`config.mk`:
```
export PLATFORM = sky130hd
export DESIGN_NAME = decode_stage
export DESIGN_NICKNAME = d
export VERILOG_FILES = /design/src/hw/decode_pkg.sv /design/src/hw/instr_decoder.sv /design/src/hw/register_file.sv /design/src/hw/decode_exec_reg.sv /design/src/hw/decode_stage.sv
export SDC_FILE = /design/constraint.sdc
export NUM_CORES = 2
export LEC_CHECK = 0
export BUFFER_PORTS_ARGS = -buffer_cell sky130_fd_sc_hd__buf_2
export CAP_MARGIN = 15
export CORE_MARGIN = 2
export CORE_UTILIZATION = 50
export DETAILED_ROUTE_END_ITERATION = 7
export PLACE_DENSITY = 0.69
export REMOVE_ABC_BUFFERS = 1
export SETUP_SLACK_MARGIN = 0.2
export SYNTH_ARGS = -nofsm -noshare
export SYNTH_HDL_FRONTEND = slang
export SYNTH_HIERARCHICAL = 1
export SYNTH_SLANG_ARGS = --single-unit
```
`constraint.sdc`:
```
create_clock -name clk -period 1.8 [get_ports clk]
set_input_delay 0.27 -clock clk [delete_from_list [all_inputs] [get_ports clk]]
set_output_delay 0.27 -clock clk [all_outputs]
set_load 0.02 [all_outputs]
```
`src/hw/decode_pkg.sv`:
```
/*
  Shared types for the decode stage. Field order in the structs is the
  bit order on the wires, MSB first; the testbench data file follows it.
  Instruction layout is fixed, offset overlaps the second source field.
*/

package decode_pkg;

  // Datapath and register file sizing
  localparam int WORD_W   = 32;
  localparam int NUM_REGS = 32;
  localparam int IDX_W    = $clog2(NUM_REGS);
  localparam int OFF_W    = 15;
  localparam int OPC_W    = 7;

  // Plain vector types with a meaning
  typedef logic [WORD_W-1:0]       word_t;
  typedef logic [IDX_W-1:0]        reg_idx_t;
  typedef logic signed [OFF_W-1:0] offset_t;
  typedef logic [1:0]              alu_op_t;

  // Register that always reads as zero
  localparam reg_idx_t ZERO_REG = '0;

  // Low bit of each instruction field
  localparam int OPC_LSB  = 25;
  localparam int DST_LSB  = 20;
  localparam int SRC1_LSB = 15;
  localparam int SRC2_LSB = 10;

  // ALU selector codes, 2'b11 is pass-b and no opcode here uses it
  localparam alu_op_t ALU_ADD = 2'b00;
  localparam alu_op_t ALU_SUB = 2'b01;
  localparam alu_op_t ALU_MUL = 2'b10;

  // Opcodes, anything else decodes as illegal
  typedef enum logic [OPC_W-1:0] {
    OP_ADD  = 7'h00,
    OP_SUB  = 7'h01,
    OP_MUL  = 7'h02,
    OP_LDW  = 7'h10,
    OP_STW  = 7'h11,
    OP_ADDI = 7'h20,
    OP_BEQ  = 7'h30,
    OP_NOP  = 7'h7F
  } opcode_e;

  // Control set handed to execute, 10 bits
  typedef struct packed {
    logic    branch;
    logic    reg_write;
    logic    mem_read;
    logic    mem_to_reg;
    alu_op_t alu_op;
    logic    mem_write;
    logic    alu_src;
    logic    is_imm;
    logic    illegal;
  } ctrl_t;

  // Fetch to decode, 65 bits
  typedef struct packed {
    logic  valid;
    word_t pc;
    word_t instr;
  } fetch_t;

  // Writeback port into the register file, 38 bits
  typedef struct packed {
    logic     en;
    reg_idx_t addr;
    word_t    data;
  } wb_t;

  // Decode to execute bundle
  typedef struct packed {
    logic     valid;
    word_t    pc;
    word_t    instr;
    ctrl_t    ctrl;
    reg_idx_t dst;
    reg_idx_t src1;
    reg_idx_t src2;
    word_t    op_a;
    word_t    op_b;
    offset_t  offset;
  } decode_exec_t;

endpackage

```
`src/hw/instr_decoder.sv`:
```
/*
  Purely combinational opcode decoder, zero cycles.
  Unknown opcodes give all-zero control with illegal set.
  Fields are sliced whatever the opcode, execute picks what it needs.
*/

`timescale 1ns/1ps

module instr_decoder (
  input  decode_pkg::word_t    instr,
  output decode_pkg::ctrl_t    ctrl,
  output decode_pkg::reg_idx_t dst,
  output decode_pkg::reg_idx_t src1,
  output decode_pkg::reg_idx_t src2,
  output decode_pkg::offset_t  offset
);

  import decode_pkg::*;

  opcode_e opcode;

  // Top seven bits name the operation
  assign opcode = opcode_e'(instr[OPC_LSB +: OPC_W]);

  // Register fields sit at fixed positions
  assign dst  = instr[DST_LSB +: IDX_W];
  assign src1 = instr[SRC1_LSB +: IDX_W];
  assign src2 = instr[SRC2_LSB +: IDX_W];

  // Offset shares its upper bits with src2
  assign offset = offset_t'(instr[OFF_W-1:0]);

  always_comb
  begin
    // Start from a quiet control set, each class turns on its own bits
    ctrl = '0;
    case (opcode)
      OP_ADD:
      begin
        ctrl.reg_write = 1'b1;
        ctrl.alu_op    = ALU_ADD;
      end
      OP_SUB:
      begin
        ctrl.reg_write = 1'b1;
        ctrl.alu_op    = ALU_SUB;
      end
      OP_MUL:
      begin
        ctrl.reg_write = 1'b1;
        ctrl.alu_op    = ALU_MUL;
      end
      OP_ADDI:
      begin
        // Second operand comes from the offset
        ctrl.reg_write = 1'b1;
        ctrl.alu_src   = 1'b1;
        ctrl.is_imm    = 1'b1;
      end
      OP_LDW:
      begin
        // Address is src1 plus offset, result from memory
        ctrl.mem_read   = 1'b1;
        ctrl.mem_to_reg = 1'b1;
        ctrl.reg_write  = 1'b1;
        ctrl.alu_src    = 1'b1;
      end
      OP_STW:
      begin
        ctrl.mem_write = 1'b1;
        ctrl.alu_src   = 1'b1;
      end
      OP_BEQ:
      begin
        // Compare by subtraction, execute tests for zero
        ctrl.branch = 1'b1;
        ctrl.alu_op = ALU_SUB;
      end
      OP_NOP:
      begin
        ctrl = '0;
      end
      default:
      begin
        ctrl.illegal = 1'b1;
      end
    endcase
  end

endmodule

```
`src/hw/register_file.sv`:
```
/*
  32 x 32-bit register file, two combinational reads, one write.
  Writes land on the rising edge; a same-cycle read sees wb data.
  Register zero reads zero and drops writes.
*/

`timescale 1ns/1ps

module register_file (
  input  logic                 clk,
  input  logic                 rst_n,
  input  decode_pkg::reg_idx_t rd_addr_a,
  input  decode_pkg::reg_idx_t rd_addr_b,
  input  decode_pkg::wb_t      wb,
  output decode_pkg::word_t    rd_a,
  output decode_pkg::word_t    rd_b
);

  import decode_pkg::*;

  word_t regs [NUM_REGS];
  logic  wr_hit;

  // A write to register zero is no write at all
  assign wr_hit = wb.en && (wb.addr != ZERO_REG);

  // Shared read path for both ports
  function automatic word_t read_port(input reg_idx_t addr);
    word_t val;
    if (addr == ZERO_REG)
      val = '0;
    else if (wr_hit && (wb.addr == addr))
      // Bypass the write that lands at this edge
      val = wb.data;
    else
      val = regs[addr];
    return val;
  endfunction

  always_ff @(posedge clk or negedge rst_n)
  begin
    if (!rst_n)
    begin
      for (int i = 0; i < NUM_REGS; i++)
        regs[i] <= '0;
    end
    else if (wr_hit)
    begin
      regs[wb.addr] <= wb.data;
    end
  end

  // Both ports read in the same cycle
  always_comb
  begin
    rd_a = read_port(rd_addr_a);
    rd_b = read_port(rd_addr_b);
  end

endmodule

```
`src/hw/decode_exec_reg.sv`:
```
/*
  Decode/execute pipeline register, one cycle.
  Priority is flush, then stall, then load. A bubble loads with zero ctrl.
  Fetch must hold its input while stall is high.
*/

`timescale 1ns/1ps

module decode_exec_reg (
  input  logic                     clk,
  input  logic                     rst_n,
  input  logic                     stall,
  input  logic                     flush,
  input  decode_pkg::fetch_t       fetch,
  input  decode_pkg::ctrl_t        ctrl,
  input  decode_pkg::reg_idx_t     dst,
  input  decode_pkg::reg_idx_t     src1,
  input  decode_pkg::reg_idx_t     src2,
  input  decode_pkg::offset_t      offset,
  input  decode_pkg::word_t        op_a,
  input  decode_pkg::word_t        op_b,
  output decode_pkg::decode_exec_t bundle
);

  import decode_pkg::*;

  decode_exec_t next;

  // Gather decoder and register file results into one word
  always_comb
  begin
    next.valid  = fetch.valid;
    next.pc     = fetch.pc;
    next.instr  = fetch.instr;
    // No side effects from a bubble
    next.ctrl   = fetch.valid ? ctrl : '0;
    next.dst    = dst;
    next.src1   = src1;
    next.src2   = src2;
    next.op_a   = op_a;
    next.op_b   = op_b;
    next.offset = offset;
  end

  always_ff @(posedge clk or negedge rst_n)
  begin
    if (!rst_n)
    begin
      bundle <= '0;
    end
    else if (flush)
    begin
      // Kill the slot, payload fields are left as they were
      bundle.valid <= 1'b0;
      bundle.ctrl  <= '0;
    end
    else if (!stall)
    begin
      bundle <= next;
    end
    // Stall with no flush keeps everything as it is
  end

endmodule

```
`src/hw/decode_stage.sv`:
```
/*
  Decode stage top, one cycle from fetch_in to exec_out.
  Stall and flush are plain levels from outside this stage.
  Writeback into the register file goes on even during a stall.
*/

`timescale 1ns/1ps

module decode_stage (
  input  logic                     clk,
  input  logic                     rst_n,
  input  decode_pkg::fetch_t       fetch_in,
  input  decode_pkg::wb_t          wb_in,
  input  logic                     stall,
  input  logic                     flush,
  output decode_pkg::decode_exec_t exec_out
);

  import decode_pkg::*;

  // Decoder outputs
  ctrl_t    dec_ctrl;
  reg_idx_t dst;
  reg_idx_t src1;
  reg_idx_t src2;
  offset_t  offset;

  // Operand values from the register file
  word_t rd_a;
  word_t rd_b;

  // Opcode to control set and fields
  instr_decoder instr_decoder_inst (
    .instr  (fetch_in.instr),
    .ctrl   (dec_ctrl),
    .dst    (dst),
    .src1   (src1),
    .src2   (src2),
    .offset (offset)
  );

  // Reads run alongside the decoder on the same instruction
  register_file register_file_inst (
    .clk       (clk),
    .rst_n     (rst_n),
    .rd_addr_a (src1),
    .rd_addr_b (src2),
    .wb        (wb_in),
    .rd_a      (rd_a),
    .rd_b      (rd_b)
  );

  // Both results meet in the pipeline register
  decode_exec_reg decode_exec_reg_inst (
    .clk    (clk),
    .rst_n  (rst_n),
    .stall  (stall),
    .flush  (flush),
    .fetch  (fetch_in),
    .ctrl   (dec_ctrl),
    .dst    (dst),
    .src1   (src1),
    .src2   (src2),
    .offset (offset),
    .op_a   (rd_a),
    .op_b   (rd_b),
    .bundle (exec_out)
  );

endmodule

```
# Yosys cells after proc, flatten, opt, wreduce, memory -nomap -nowiden

Index checks and enable logic that the tools add are counted.

Word-level logic and storage cells: 107
Bits in registers: 1193

Equality and inequality tests: 10
$lt $le $gt $ge: 4
Bitwise gates (word level): 5
Reductions and logical operators: 13
Multiplexer cells: 25

Operators by type and width:

| kind               | count |
|---|---|
| $bwmux 1024        | 1 |
| $bmux 32 s5        | 2 |
| $mux 32            | 9 |
| $mux 169           | 1 |
| $demux 32 s5       | 1 |
| $mux 10            | 2 |
| $ge 6x6->1 const B | 3 |
| $not 5->6          | 3 |
| $eq 7x5->1 const B | 2 |
| $eq 7x6->1 const B | 2 |
| $eq 5x5->1         | 2 |
| $logic_not 5->1    | 2 |
| $reduce_or 8->1    | 1 |
| $eq 7x1->1 const B | 1 |
| $eq 7x2->1 const B | 1 |
| $eq 7x7->1 const B | 1 |
| $logic_not 7->1    | 1 |
| $mux 1             | 7 |
| $lt 6x1->1 const B | 1 |
| $reduce_bool 5->1  | 1 |
| $reduce_or 5->1    | 1 |
| $logic_and 1x1->1  | 4 |
| $pmux 2 s2         | 1 |
| $reduce_or 3->1    | 1 |
| other kinds (5)    | 6 |

# Depth between registers and ports, before layout

Word-level depth: 8
Gate-level depth with buffers: 12
Mapped depth without buffers: 6

# Cells and area by module

The synthesis kept the hierarchy.

By module, submodules not included:

| module          | cells each | area each (um^2) | instances |
|---|---|---|---|
| register_file   | 3944       | 55924.9          | 1 |
| decode_exec_reg | 361        | 6731.5           | 1 |
| instr_decoder   | 63         | 456.7            | 1 |

# Worst setup path before layout

OpenSTA, ideal clock, no wires.

Path kind: input port to flip-flop
Start: input port fetch_in[10] (netlist name)
End: register decode_exec_reg_inst/bundle[20] (netlist name)
Data arrival time: 2.234 ns
Buffers on the path: 4
Stages on the path: 10
Slack: -0.558 ns
Path through: buf_4 > buf_6 > buf_8 > buf_2 > mux4_2 > o22ai_1 > nor2_1 > a22oi_1 > o41ai_2 > mux2_2

Cells in the longest elaborated chain, start to end: 6
Elaborated cells on any way between the ends: 9
Classes of those cells: eq/ne: 1; mux: 5; bitwise: 1; reduce/logical: 2

Ends and longest elaborated chain:

| item                                        | line                  | RTL |
|---|---|---|
| from (decl)                                 | decode_stage.sv:12    | `input decode_pkg::fetch_t fetch_in,` |
| $not 5->6 (not written as such)             | register_file.sv:36   | `val = regs[addr];` |
| $bmux 32 s5                                 | register_file.sv:36   |  |
| $mux 32 (not written as such) (2 in series) | register_file.sv:36   |  |
| $mux 32                                     | register_file.sv:32   | `else if (wr_hit && (wb.addr == addr))` |
| $mux 32 (*)                                 | register_file.sv:30   | `if (addr == ZERO_REG)` |
| net rd_b[5]                                 | decode_stage.sv:30    | `word_t rd_b;` |
| to (signal assigned)                        | decode_exec_reg.sv:59 | `bundle <= next;` |
| to (decl)                                   | decode_exec_reg.sv:22 | `output decode_pkg::decode_exec_t bundle` |

The timed path passes the listed nets; every way through them passes the cells marked *. The select of a mux whose other input is x is not followed.
A chain may end at the register's enable or synchronous reset.

# Worst setup path in the final report

Start: register register_file_inst/regs[438] (netlist name)
End: register decode_exec_reg_inst/bundle[37] (netlist name)

Cells in the longest elaborated chain, start to end: 5

Ends and longest elaborated chain:

| item                                        | line                | RTL |
|---|---|---|
| from (decl)                                 | register_file.sv:21 | `word_t regs [NUM_REGS];` |
| from (signal, indexed assignment)           | register_file.sv:49 | `regs[wb.addr] <= wb.data;` |
| $bmux 32 s5                                 | register_file.sv:36 |  |
| $mux 32 (not written as such) (2 in series) | register_file.sv:36 |  |
| $mux 32                                     | register_file.sv:32 |  |
| $mux 32                                     | register_file.sv:30 |  |
| net rd_b[22]                                | decode_stage.sv:30  |  |

The timed path passes the listed nets, and every way through them passes these cells. The select of a mux whose other input is x is not followed.

==> flow_summary.rst <==
.. list-table::
   :header-rows: 1

   * - Metric
     - Value
   * - Run status
     - finished with violations
   * - Failing checks
     - negative setup slack
   * - Net count reported at finish
     - 5514
   * - Most common cell after layout, fill and taps aside
     - dfrtp_1
   * - Number of failing setup endpoints in the final timing report
     - 50
   * - Number of CTS-inserted buffers
     - 136
   * - Critical path cell sequence
     - mux4_2, mux2i_1, a2111oi_1, buf_4, a311oi_4, a211oi_2, buf_4, mux2_4
   * - Fraction of power spent switching nets
     - 28.27%
   * - Critical path class
     - register to register
   * - Maximum number of pins on one net before global-route repair
     - 79
   * - Top_reg_cell synth
     - dfrtp_1
   * - Cell type group with the largest total delay on the critical path
     - multiplexers
   * - Number of flip-flops and latches in the synthesized netlist
     - 1193
   * - Cell type with the highest aggregate area in the netlist
     - dfrtp_1
   * - Max_cap viols
     - 0
   * - Worst path slowest cell
     - mux4_2
   * - Pre-Repair DR Iteration Count
     - 7
   * - Combinational fraction of design power
     - 25.8%
   * - Post-synthesis average cell area
     - 14.45 um2
   * - Hold Violations, Final
     - 0
   * - Transition time at the pin with the least slew margin
     - roughly 1.0 ns
   * - DP HPWL
     - 148.2 mm
   * - Portion of the post-synthesis area used by sequential elements
     - 47.30%
   * - Shortest clock period the worst path allows after layout
     - 2.182 ns
   * - Worst Path Required
     - 2.45 ns
   * - Top area cells in the synthesized netlist
     - dfrtp_1 47%, mux2_2 20%, mux4_2 13%, mux2i_1 4.3%, mux2_4 2.4%
   * - Hold/Removal Path Class
     - input pin to register
   * - Detailed-route via count
     - 46950
   * - Share of the synthesized area in the top cell type
     - 47.30%
   * - Share of power burned in registers
     - between 40% and 50%
   * - Gr usage total
     - a little over a third
   * - Width of the die
     - 359.3 um
   * - Share of layout cells above drive strength 1
     - roughly three fifths
   * - Wire length of the first global-routing pass
     - ~330 mm
   * - Remaining routing DRC violations
     - 0
   * - Root buffer cell
     - clkbuf_16
   * - Cells after DPL
     - ~6700
   * - I/O pins
     - roughly 280
   * - Most common cell on crit path
     - buf_4
   * - Final instance count without filler cells
     - 7158
   * - Worst-path clk slew
     - 0.06 ns
   * - Number of DRC violations after detailed-routing iteration 0
     - 5095
   * - R2R depth
     - 8
   * - Endpoint of the most critical register-to-register path
     - decode_exec_reg_inst/bundle[37]$_DFFE_PN0P_
   * - Post-route setup slack
     - -0.3815 ns
   * - Register-to-register setup slack
     - -0.38 ns
   * - Worst hold slack
     - 0.03124 ns
   * - Layout-stage area growth over the synthesis result
     - 28.59%
   * - Slowest cell delay on critical path
     - 0.46 ns
   * - Worst slew margin
     - between 30% and 40%
   * - Post-synthesis instance total
     - around 4400
   * - Setup repair after global routing missed its margin
     - true
   * - Post-DR wirelength/cell
     - between 30 and 40 um
   * - Post-place setup slack
     - -1.131 ns
   * - Internal cell power
     - about 60 mW
   * - Routability cong.
     - 0.9153
   * - TritonCTS clock tree
     - built
   * - Vias per std cell
     - 6.559
   * - Power spent charging and discharging nets
     - about 24 mW
   * - F_max
     - 458.4 MHz
   * - Crit end category
     - register
   * - Worst clock skew
     - 0.02801 ns
   * - Static power due to leakage
     - 36.88 nW
   * - EDFF count, synth
     - 0
   * - Core box area
     - approximately 0.13 mm2
   * - Number of nets still failing antenna checks after routing
     - 0
   * - GRT overflow
     - 0
   * - Maximum clock path buffer count
     - 3
   * - Sinks on Clock Net
     - 1193
   * - Pwr per Cell Area
     - 1055 mW/mm2
   * - Starting density of the core
     - 50.33%
   * - Final number of max-transition violations
     - 0
   * - Number of global-route vias before repair
     - 48560
   * - Detailed-route wire length
     - 227.4 mm
   * - Clk pwr share
     - 32.4%
   * - Antenna violations before repair
     - 3
   * - Floorplan die area
     - 0.1291 mm2
   * - H-Tree Depth
     - 4
   * - Buffers and inverters on the worst path
     - 2
   * - Distinct cells, synth
     - 76
   * - Row cnt
     - 130
   * - Count of synthesis-stage warnings from yosys
     - 6
   * - Synth async-reset ratio
     - 100.0%
   * - Commonest cells after routing, fill and taps aside
     - 1177 x dfrtp_1, 1103 x mux2_2, 849 x buf_4, 358 x mux4_2, 255 x mux2i_1
   * - Critical Path Stages
     - 8
   * - Die span in y
     - 359.3 um
   * - Crit Path Max Fanout
     - 3
   * - Setup TNS
     - -5.250 ns
   * - Critical Path Source
     - register_file_inst/regs[438]$_DFFE_PN0P_
   * - Final-layout fill cell count
     - 8915
   * - Post-synth design cell area
     - 0.06311 mm2
   * - Type of origin of the critical path
     - register
   * - Maximum resistive drop on vdd
     - 0.001121 V
   * - Number of input and output port buffers inserted
     - 275
   * - Capture point of the critical path
     - decode_exec_reg_inst/bundle[37]$_DFFE_PN0P_
   * - Clock insertion delay at the later pin of the skew report
     - about 0.78 ns
   * - Share of the clock period used by the worst path
     - 121.2%
   * - Data arrival time of the critical path
     - 2.83 ns
   * - Beginning of the worst register-to-register path
     - register_file_inst/regs[438]$_DFFE_PN0P_
==> worst min path at each step <==
| stage | startpoint | to | cells past startpoint |
|---|---|---|---|
| 2_1_floorplan | rst_n | decode_exec_reg_inst/bundle[0]$_DFFE_PN0P_ | 0 |
| 3_3_place_gp | rst_n | decode_exec_reg_inst/bundle[123]$_DFFE_PN0P_ | 1 |
| 3_5_place_dp | rst_n | decode_exec_reg_inst/bundle[123]$_DFFE_PN0P_ | 1 |
| 4_1_cts | wb_in[15] | register_file_inst/regs[815]$_DFFE_PN0P_ | 2 |
| 5_1_grt | wb_in[30] | register_file_inst/regs[446]$_DFFE_PN0P_ | 2 |
| 6_report | wb_in[30] | register_file_inst/regs[510]$_DFFE_PN0P_ | 2 |
==> registers in the layout (all words and copies together), names as in the netlist <==
signal,flops
decode_exec_reg_inst/bundle,169
register_file_inst/regs,1024
==> timing repair <==
action	4_1_cts	5_1_grt
hold buffers	77	0
hold endpoints to repair	996	0
setup endpoints to repair	208	182
pin swaps	131	51
resized for setup	481	78
setup buffers	106	42
cloned	1	0
==> metal layers <==
metal | share of wire (%) | GRT usage [%] | vias up | routed length [um]
met5 | 0.0084 | 0 | - | 19
met4 | 6.0 | 18.21 | 2 | 13700
met3 | 9.2 | 8.103 | 740 | 21000
met2 | 46 | 54.46 | 2730 | 105100
met1 | 39 | 45.31 | 24700 | 87570
li1 | - | - | 18780 | -
==> logic make-up (layout without fill, tap and decap cells) <==
group	count (synthesis)	count (layout)	synth area share (%)
buffers and inverters	502	1640	4.746
AOI/OAI and AO/OA	457	457	5.430
xor gates and xnor gates	10	10	0.1388
DFF	1193	1193	47.30
muxes	1854	1854	39.58
and+or+nand+nor	352	352	2.801
other	0	2	0
==> area by class of cell <==
cell class	instances	area (um2)	share of cell area (%)
diodes	2	5.005	0.006167
clock buffers	208	4028	4.963
clock inverters	29	356.6	0.4394
inverters	9	33.78	0.04162
multi-input cells	2673	31480	38.79
flip-flops and latches	1193	29870	36.81
well taps	1650	2064	2.544
repair buffers	1394	13320	16.41
==> per-stage QoR <==
stage               util (%)  total power, mW  instance area (um2)
finish                 64.72            85.64                81160
global route           64.71            88.68                81150
CTS                    64.19            85.00                80490
detailed placement     58.02            55.13                72760
global placement       58.02            54.35                72760
floorplan                  -            45.94                60150
==> cell usage after synthesis (all sizes together) (29+ instances only) <==
| cell type | count |
|---|---|
| dfrtp | 1193 |
| a21oi | 29 |
| clkbuf | 227 |
| mux2 | 1222 |
| buf | 266 |
| nand2 | 62 |
| mux4 | 360 |
| a221oi | 58 |
| mux2i | 272 |
| o21ai | 72 |
| nor4 | 30 |
| o22ai | 99 |
| a22oi | 43 |
| nor2 | 107 |
| nor3 | 53 |
==> worst register-to-register path, stage by stage, from the launching register on <==
cell and delay, ns:
dfrtp_1 0.39, mux4_2 0.46, mux2i_1 0.16, a2111oi_1 0.11, buf_4 0.16, a311oi_4 0.26, a211oi_2 0.13, buf_4 0.15
mux2_4 0.24
==> power groups by stage <==
stage                     registers [mW]  logic (mW)  clock network (mW)
after floorplan                     35.4        10.5                   0
after global placement              35.5        18.8                   0
after detailed placement            35.8        19.3                   0
after CTS                           35.5        21.4                28.0
after global routing                36.2        23.3                29.1
final                               35.8        22.1                27.8
(Power assumes the default switching activity.)
